## src/verilog/execute_params.svh

```systemverilog
// Width and size macros for the execute stage, included by the package and the RTL.
`ifndef EXECUTE_PARAMS_SVH
`define EXECUTE_PARAMS_SVH

// data path word width
`define XLEN 32

// shift amount width for the low five bits of RV32
`define XLEN_LOG2 5

// pc step of one instruction in bytes
`define INSN_SIZE 4

// multiplier step counter wide enough to count XLEN steps
`define MUL_COUNT_WIDTH 6

`endif

```

## src/verilog/executePkg.sv

```systemverilog
// Types shared by the execute stage RTL and its testbench: commands, records and trap causes.
`default_nettype none

package executePkg;

    `include "execute_params.svh"

    typedef logic [`XLEN-1:0] wordT;

    typedef enum logic [1:0] {
        UnitAlu,
        UnitMul,
        UnitTrap
    } unitT;

    typedef enum logic [3:0] {
        AluAdd,
        AluSub,
        AluSll,
        AluSlt,
        AluSltu,
        AluXor,
        AluSrl,
        AluSra,
        AluOr,
        AluAnd,
        AluClear1,
        AluClear2
    } aluCmdT;

    typedef enum logic [2:0] {
        BranchEqual,
        BranchNotEqual,
        BranchLessThan,
        BranchGreaterEqual,
        BranchUnsignedLessThan,
        BranchUnsignedGreaterEqual,
        BranchAlways
    } branchTypeT;

    typedef enum logic [1:0] {
        Src1Zero,
        Src1Pc,
        Src1Reg
    } src1SelT;

    typedef enum logic [1:0] {
        Src2Zero,
        Src2Imm,
        Src2Reg
    } src2SelT;

    typedef enum logic {
        WbResult,
        WbNextPc
    } wbSelT;

    typedef enum logic {
        MulLow,
        MulHighUnsigned
    } mulCmdT;

    typedef enum logic {
        TrapEcall,
        TrapEbreak
    } trapOpT;

    // machine-mode exception codes
    typedef enum logic [4:0] {
        CauseBreakpoint       = 5'd3,
        CauseEcallFromMachine = 5'd11
    } trapCauseT;

    typedef struct packed {
        unitT       unit;
        aluCmdT     aluCmd;
        logic       isBranch;
        branchTypeT branchType;
        src1SelT    src1Sel;
        src2SelT    src2Sel;
        wbSelT      wbSel;
        mulCmdT     mulCmd;
        trapOpT     trapOp;
        wordT       pc;
        wordT       rs1Value;
        wordT       rs2Value;
        wordT       imm;
    } execOpT;

    typedef struct packed {
        wordT      pc;
        wordT      dstValue;
        logic      branchTaken;
        wordT      nextPc;
        logic      trapValid;
        trapCauseT trapCause;
    } execResultT;

endpackage

`default_nettype wire

```

## src/verilog/mulUnitIf.sv

```systemverilog
// Start/done link between the execute controller and the iterative multiplier.
`timescale 1ns/1ps
`default_nettype none

interface mulUnitIf;

    import executePkg::*;

    logic   start;
    logic   busy;
    mulCmdT cmd;
    wordT   src1;
    wordT   src2;
    logic   done;
    wordT   product;

    modport ctrl (
        output start, cmd, src1, src2,
        input  busy, done, product
    );

    modport unit (
        input  start, cmd, src1, src2,
        output busy, done, product
    );

endinterface

`default_nettype wire

```

## src/verilog/aluUnit.sv

```systemverilog
// Combinational operand selection, integer ALU and branch comparator of the execute stage.
`timescale 1ns/1ps
`default_nettype none

`include "execute_params.svh"

module aluUnit (
    input  executePkg::execOpT op,
    output executePkg::wordT   aluResult,
    output logic               branchTaken
);

    import executePkg::*;

    wordT                  src1;
    wordT                  src2;
    logic [`XLEN_LOG2-1:0] shamt;
    logic                  compare;

    always_comb begin
        unique case (op.src1Sel)
            Src1Zero: src1 = '0;
            Src1Pc:   src1 = op.pc;
            Src1Reg:  src1 = op.rs1Value;
            default:  src1 = '0;
        endcase

        unique case (op.src2Sel)
            Src2Zero: src2 = '0;
            Src2Imm:  src2 = op.imm;
            Src2Reg:  src2 = op.rs2Value;
            default:  src2 = '0;
        endcase
    end

    assign shamt = src2[`XLEN_LOG2-1:0];

    always_comb begin
        unique case (op.aluCmd)
            AluAdd:    aluResult = src1 + src2;
            AluSub:    aluResult = src1 - src2;
            AluSll:    aluResult = src1 << shamt;
            AluSlt:    aluResult = wordT'($signed(src1) < $signed(src2));
            AluSltu:   aluResult = wordT'(src1 < src2);
            AluXor:    aluResult = src1 ^ src2;
            AluSrl:    aluResult = src1 >> shamt;
            AluSra:    aluResult = $signed(src1) >>> shamt;
            AluOr:     aluResult = src1 | src2;
            AluAnd:    aluResult = src1 & src2;
            AluClear1: aluResult = src1 & ~src2;
            AluClear2: aluResult = ~src1 & src2;
            default:   aluResult = '0;
        endcase
    end

    // comparator works on the register values, not the ALU operands
    always_comb begin
        unique case (op.branchType)
            BranchEqual:                compare = op.rs1Value == op.rs2Value;
            BranchNotEqual:             compare = op.rs1Value != op.rs2Value;
            BranchLessThan:             compare = $signed(op.rs1Value) < $signed(op.rs2Value);
            BranchGreaterEqual:         compare = $signed(op.rs1Value) >= $signed(op.rs2Value);
            BranchUnsignedLessThan:     compare = op.rs1Value < op.rs2Value;
            BranchUnsignedGreaterEqual: compare = op.rs1Value >= op.rs2Value;
            BranchAlways:               compare = 1'b1;
            default:                    compare = 1'b0;
        endcase
    end

    assign branchTaken = op.isBranch && compare;

endmodule

`default_nettype wire

```

## src/verilog/executeControl.sv

```systemverilog
// Execute stage controller that tracks completion, builds the result record and hands it onward.
`timescale 1ns/1ps
`default_nettype none

`include "execute_params.svh"

module executeControl (
    input  logic                   clk,
    input  logic                   rstN,
    input  logic                   opValid,
    input  executePkg::execOpT     op,
    output logic                   opPop,
    input  executePkg::wordT       aluResult,
    input  logic                   branchTaken,
    mulUnitIf.ctrl                 mul,
    output logic                   resValid,
    input  logic                   resReady,
    output executePkg::execResultT result
);

    import executePkg::*;

    logic mulStarted;
    logic mulFinished;
    wordT productReg;

    logic isMul;
    logic finished;
    wordT mulValue;
    wordT unitValue;
    wordT pcNext;

    assign isMul = opValid && (op.unit == UnitMul);

    // one start per held operation
    assign mul.start = isMul && !mulStarted && !mul.busy;
    assign mul.cmd   = op.mulCmd;
    assign mul.src1  = op.rs1Value;
    assign mul.src2  = op.rs2Value;

    // alu and trap finish in the cycle they are held
    assign finished = (op.unit != UnitMul) || mulFinished || mul.done;
    assign resValid = opValid && finished;
    assign opPop    = resValid && resReady;

    always_ff @(posedge clk or negedge rstN) begin
        if (!rstN) begin
            mulStarted  <= 1'b0;
            mulFinished <= 1'b0;
        end else if (opPop) begin
            mulStarted  <= 1'b0;
            mulFinished <= 1'b0;
        end else begin
            if (mul.start) begin
                mulStarted <= 1'b1;
            end
            if (mul.done) begin
                mulFinished <= 1'b1;
            end
        end
    end

    always_ff @(posedge clk) begin
        if (mul.done) begin
            productReg <= mul.product;
        end
    end

    assign mulValue  = mul.done ? mul.product : productReg;
    assign unitValue = (op.unit == UnitMul) ? mulValue : aluResult;
    assign pcNext    = op.pc + `XLEN'(`INSN_SIZE);

    always_comb begin
        result.pc          = op.pc;
        result.branchTaken = branchTaken;
        result.nextPc      = branchTaken ? aluResult : pcNext;
        result.trapValid   = 1'b0;
        result.trapCause   = trapCauseT'('0);

        if (op.unit == UnitTrap) begin
            result.dstValue  = '0;
            result.trapValid = 1'b1;
            // always machine mode
            result.trapCause = (op.trapOp == TrapEcall) ? CauseEcallFromMachine
                                                        : CauseBreakpoint;
        end else if (op.wbSel == WbNextPc) begin
            result.dstValue = pcNext;
        end else begin
            result.dstValue = unitValue;
        end
    end

endmodule

`default_nettype wire

```

## src/verilog/executeStage.sv

```systemverilog
// Top level of the integer execute stage with valid/ready input and output.
`timescale 1ns/1ps
`default_nettype none

module executeStage (
    input  logic                   clk,
    input  logic                   rstN,
    input  logic                   inValid,
    output logic                   inReady,
    input  executePkg::execOpT     inOp,
    output logic                   outValid,
    input  logic                   outReady,
    output executePkg::execResultT outResult
);

    import executePkg::*;

    logic       opValid;
    execOpT     op;
    logic       opPop;
    wordT       aluResult;
    logic       branchTaken;
    logic       resValid;
    logic       resReady;
    execResultT result;

    mulUnitIf mulLink ();

    pipeReg #(
        .payloadT(execOpT)
    ) inReg (
        .clk      (clk),
        .rstN     (rstN),
        .inValid  (inValid),
        .inReady  (inReady),
        .inData   (inOp),
        .outValid (opValid),
        .outReady (opPop),
        .outData  (op)
    );

    aluUnit alu (
        .op          (op),
        .aluResult   (aluResult),
        .branchTaken (branchTaken)
    );

    mulUnit multiplier (
        .clk  (clk),
        .rstN (rstN),
        .mul  (mulLink.unit)
    );

    executeControl control (
        .clk         (clk),
        .rstN        (rstN),
        .opValid     (opValid),
        .op          (op),
        .opPop       (opPop),
        .aluResult   (aluResult),
        .branchTaken (branchTaken),
        .mul         (mulLink.ctrl),
        .resValid    (resValid),
        .resReady    (resReady),
        .result      (result)
    );

    pipeReg #(
        .payloadT(execResultT)
    ) outReg (
        .clk      (clk),
        .rstN     (rstN),
        .inValid  (resValid),
        .inReady  (resReady),
        .inData   (result),
        .outValid (outValid),
        .outReady (outReady),
        .outData  (outResult)
    );

endmodule

`default_nettype wire

```

## src/verilog/mulUnit.sv

```systemverilog
// Iterative shift-add unsigned multiplier, one bit per cycle, giving the low or high word.
`timescale 1ns/1ps
`default_nettype none

`include "execute_params.svh"

module mulUnit (
    input logic    clk,
    input logic    rstN,
    mulUnitIf.unit mul
);

    import executePkg::*;

    logic                        busy;
    logic                        done;
    logic [`MUL_COUNT_WIDTH-1:0] count;
    logic [2*`XLEN-1:0]          acc;
    wordT                        mcand;
    mulCmdT                      cmdReg;

    logic [2*`XLEN-1:0] accIn;
    wordT               mcandIn;
    logic [`XLEN:0]     partial;
    logic [2*`XLEN-1:0] accNext;

    // the start cycle already performs the first step on the incoming sources
    assign accIn   = busy ? acc : {{`XLEN{1'b0}}, mul.src2};
    assign mcandIn = busy ? mcand : mul.src1;

    // add multiplicand into the upper half when the low bit is set, then shift right
    assign partial = {1'b0, accIn[2*`XLEN-1:`XLEN]} + (accIn[0] ? {1'b0, mcandIn} : '0);
    assign accNext = {partial, accIn[`XLEN-1:1]};

    always_ff @(posedge clk or negedge rstN) begin
        if (!rstN) begin
            busy  <= 1'b0;
            done  <= 1'b0;
            count <= '0;
        end else begin
            done <= 1'b0;
            if (mul.start) begin
                busy  <= 1'b1;
                count <= `MUL_COUNT_WIDTH'(1);
            end else if (busy) begin
                count <= count + 1'b1;
                // last step lands this edge
                if (count == `MUL_COUNT_WIDTH'(`XLEN - 1)) begin
                    busy <= 1'b0;
                    done <= 1'b1;
                end
            end
        end
    end

    always_ff @(posedge clk) begin
        if (mul.start || busy) begin
            acc <= accNext;
        end
        if (mul.start) begin
            mcand  <= mul.src1;
            cmdReg <= mul.cmd;
        end
    end

    assign mul.busy    = busy;
    assign mul.done    = done;
    assign mul.product = (cmdReg == MulLow) ? acc[`XLEN-1:0] : acc[2*`XLEN-1:`XLEN];

endmodule

`default_nettype wire

```

## src/verilog/pipeReg.sv

```systemverilog
// Single-entry valid/ready holding register for any payload type, used at stage boundaries.
`timescale 1ns/1ps
`default_nettype none

module pipeReg #(
    parameter type payloadT = logic
) (
    input  logic    clk,
    input  logic    rstN,
    input  logic    inValid,
    output logic    inReady,
    input  payloadT inData,
    output logic    outValid,
    input  logic    outReady,
    output payloadT outData
);

    logic    full;
    payloadT data;

    // accept when empty or when the held entry leaves this cycle
    assign inReady  = !full || outReady;
    assign outValid = full;
    assign outData  = data;

    always_ff @(posedge clk or negedge rstN) begin
        if (!rstN) begin
            full <= 1'b0;
        end else if (inValid && inReady) begin
            full <= 1'b1;
        end else if (outReady) begin
            full <= 1'b0;
        end
    end

    always_ff @(posedge clk) begin
        if (inValid && inReady) begin
            data <= inData;
        end
    end

endmodule

`default_nettype wire
```

## config.mk

```make
export PLATFORM = sky130hd
export DESIGN_NAME = executeStage
export DESIGN_NICKNAME = d
export VERILOG_FILES = /design/src/verilog/executePkg.sv /design/src/verilog/mulUnitIf.sv /design/src/verilog/aluUnit.sv /design/src/verilog/executeControl.sv /design/src/verilog/executeStage.sv /design/src/verilog/mulUnit.sv /design/src/verilog/pipeReg.sv
export VERILOG_INCLUDE_DIRS = /design/src /design/src/verilog
export SDC_FILE = /design/constraint.sdc
export NUM_CORES = 1
export LEC_CHECK = 0
export BUFFER_PORTS_ARGS = -buffer_cell sky130_fd_sc_hd__buf_2
export CAP_MARGIN = 25
export CORE_MARGIN = 5
export CORE_UTILIZATION = 43
export CTS_BUF_LIST = sky130_fd_sc_hd__clkbuf_4 sky130_fd_sc_hd__clkbuf_8 sky130_fd_sc_hd__clkbuf_16
export CTS_CLUSTER_SIZE = 8
export DETAILED_ROUTE_END_ITERATION = 12
export HOLD_SLACK_MARGIN = 0.03
export PLACE_DENSITY = 0.63
export SYNTH_ARGS = -nofsm -noshare
export SYNTH_HDL_FRONTEND = slang
export SYNTH_SLANG_ARGS = --single-unit
export TNS_END_PERCENT = 10
```

## constraint.sdc

```tcl
create_clock -name clk -period 4.7 [get_ports clk]
set_input_delay 0.235 -clock clk [delete_from_list [all_inputs] [get_ports clk]]
set_output_delay 0.235 -clock clk [all_outputs]
set_load 0.05 [all_outputs]
```

==> impl_results.md <==
* Outcome: finished, violations left
* Failing checks: setup timing
* Largest net degree at the start of global routing at 71
* Cells after synthesis at 2,944
* DR vias/cell at 6.36
* Total CTS buffers at 54
* Fin worst setup slack at -13.7 ps
* Multi-input logic area at 16,000 um2
* Count of final setup violators at 3
* Yosys warnings at 0
* CTS tree: done
* Max Freq at 0.212 GHz
* Std-Cell Rows at 94
* Synthesized area at 28,300 um2
* Drt total wl at 145 mm
* CTS H-tree lvls at 2
* Share of layout cells above drive strength 1 at 0.271
* Slew Limit Fails at 0
* Crit path kind: flop to flop
* Area grow syn2layout at 31.1%
* Async SR Flop Fraction at 0.0311
* Worst Path Arrival at 5020 ps
* Post-DP HPWL at 114 mm
* Final Hold Viols at 0
* Crit share post-route at 1.00
* Nets at 3,996
* Average size of a mapped cell at 9.63 um2
* VDD IR max at 0.563 mV
* Slew headroom at 0.208
* Register area at 11,200 um2
* Global placer's final weighted congestion at 1.04
* Vias in the first global route at 28,356
* Flops & latches, synth at 386
* Post-synth top flop: edfxtp_1
* Post-route cell area at 37,200 um2
* Initial DRC count at 3,620
* Routed vias at 29,119
* Hold_ws at 313 ps
* Die Y-Extent at 267 um
* Worst Max-Slew Pin Slew at 1170 ps
* DRT Pass-1 Iters at 6
* Power Density at 488 nW/um2
* Post-synthesis sequential area ratio at 0.395
* Clk root buf: clkbuf_16
* Clock sink count at 386
* Starting Density at 0.432
* Die area at 71,200 um2
* Cell variety after synth at 108
* Io pins at 254
* Unrepaired setup endpoints after global routing: true
* Port Buf Inserts at 251
* Max-cap viol count at 0
* Fill count at 5,696
* Critical path startpoint category: flop
* Placement Cell Area at 33,500 um2
* Clk_skew at 55.3 ps
* Initial antenna violation count at 5
* WL per Instance at 31.8 um
* Final ANT Viol Nets at 0
* Final setup TNS at -22.8 ps
* P_leak at 0.0159 uW
* Clk Latency, worst-skew pair at 640 ps
* Final min period at 4710 ps
* Worst path required time at 5010 ps
* Hold crit path type: input pin to flop
* Grt ovf at 0
* Clock slew at reported path FFs at 60 ps
* Total track usage at 0.392
* Post-Place Setup Slack at -626 ps
* CTS max path bufs at 3
* Die width at 267 um
* First-pass GRT wire length at 204 mm
* CORE AREA at 65,600 um2
* CP max FO at 11
* Number of flops mapped to enable cells by yosys at 342
* Final core utilization at 0.566
* CP endpoint kind: flop
* Post-route DRC violation count at 0
==> what timing repair did <==
action	in CTS	in global routing
gates resized for setup	31	54
hold endpoints to repair	159	0
hold buffers	150	0
cloned	0	0
setup endpoints to repair	27	39
buffers inserted	0	2
pin swaps	1	14
==> per-stage QoR <==
stage,total power [uW],std cells
after floorplan,10400,2945
after global placement,13600,4329
after detailed placement,13800,4330
after CTS,17800,4574
after global routing,18800,4578
final,18100,4579
==> kinds of logic after synthesis <==
family          count (synthesis)  share of synthesized area
mux                           195                     0.0784
xor+xnor                       89                     0.0275
compound gates                932                      0.230
other cells                     1                   0.000132
fa+ha+maj                     171                     0.0763
flops                         386                      0.395
buf+inv                       356                     0.0547
simple gates                  814                      0.138
==> cell type report <==
cell class                 instances  share of cell area
tap                              864              0.0291
sequential                       386               0.302
multi-input combinational       2203               0.430
clock inverter                     5             0.00232
antenna                            1           0.0000673
inverter                         157              0.0160
timing repair buffer             874               0.177
clock buffer                      89              0.0434
==> cell usage after synthesis, types with 57 or more instances <==
library cell  count  area share
nor2_1          264       0.035
a22oi_1          64       0.017
edfxtp_1        342        0.36
a21oi_1         210       0.037
inv_1           150       0.020
xnor2_1          69       0.021
nor3_1           70       0.012
clkbuf_1         94       0.012
o21ai_0         147       0.026
a211oi_1         57       0.015
nand2_1         195       0.026
mux2i_1         158       0.056
ha_1            168       0.074
==> cell usage in the layout (no fill, tap or decap), types with 32 or more instances in the layout <==
| cell | synthesis | final |
|---|---|---|
| mux2i_1 | 158 | 156 |
| clkbuf_16 | 0 | 54 |
| o211ai_1 | 34 | 34 |
| dfxtp_1 | 32 | 32 |
| o21ai_0 | 147 | 141 |
| edfxtp_1 | 342 | 342 |
| inv_1 | 150 | 147 |
| a211oi_1 | 57 | 55 |
| a22oi_1 | 64 | 62 |
| buf_2 | 56 | 251 |
| clkbuf_4 | 2 | 35 |
| dlygate4sd3_1 | 0 | 150 |
| buf_4 | 22 | 446 |
| nor3_1 | 70 | 69 |
| o22ai_1 | 39 | 39 |
| xnor2_1 | 69 | 69 |
| and2_1 | 39 | 38 |
| nand3_1 | 37 | 37 |
| a21oi_1 | 210 | 204 |
| nor4_1 | 36 | 32 |
| nand2_1 | 195 | 195 |
| a21o_1 | 40 | 40 |
| ha_1 | 168 | 161 |
| nor2_1 | 264 | 249 |
==> state kept, by name, indices dropped and copies added, names as in the netlist <==
signal / count
control.mulFinished: 1
control.mulStarted: 1
control.productReg: 32
inReg.outData: 145
inReg.outValid: 1
multiplier.acc: 64
multiplier.cmdReg: 1
multiplier.count: 6
multiplier.mcand: 32
multiplier.mul.busy: 1
multiplier.mul.done: 1
outReg.outData: 100
outReg.outValid: 1
==> worst paths after layout <==
kind | from | endpoint | slack, ps | cells after the start
worst max register to register | inReg.outData[133] | outReg.outData[63] | -10 | 18
worst min register to register | inReg.outData[129] | multiplier.cmdReg | 440 | 0
min in group asynchronous | rstN | multiplier.count[5] | 560 | 3
worst min-delay path | inOp[129] | inReg.outData[129] | 310 | 2
worst max-delay path | inReg.outData[133] | outReg.outData[63] | -10 | 18
max in group asynchronous | rstN | multiplier.mul.done | 3220 | 4
==> critical path, stage by stage (launching register included) <==
cell,delay [ps]
edfxtp_1,450
inv_1,130
ha_4,210
buf_4,230
buf_4,150
a22oi_1,90
nor2_2,220
ha_2,380
a21o_1,240
a31o_2,300
a211oi_2,300
nor2b_1,80
a311o_1,320
a31o_2,250
a221o_1,350
a211oi_2,220
buf_4,180
a21boi_0,200
a211oi_1,80
==> report_power, final <==
group | switching (uW) | internal (uW) | total, uW
sequential | 526 | 4880 | 5410
combinational | 5650 | 3220 | 8870
clock | 1510 | 2340 | 3860
==> per-layer routing <==
layer  GRT usage  up-vias  share of wire
met1       0.518    14222           0.39
met4       0.191        4          0.064
met2       0.600     1866           0.44
li1            -    12666              -
met5           0        -        0.00012
met3       0.103      361           0.11
(Power assumes the default switching activity.)
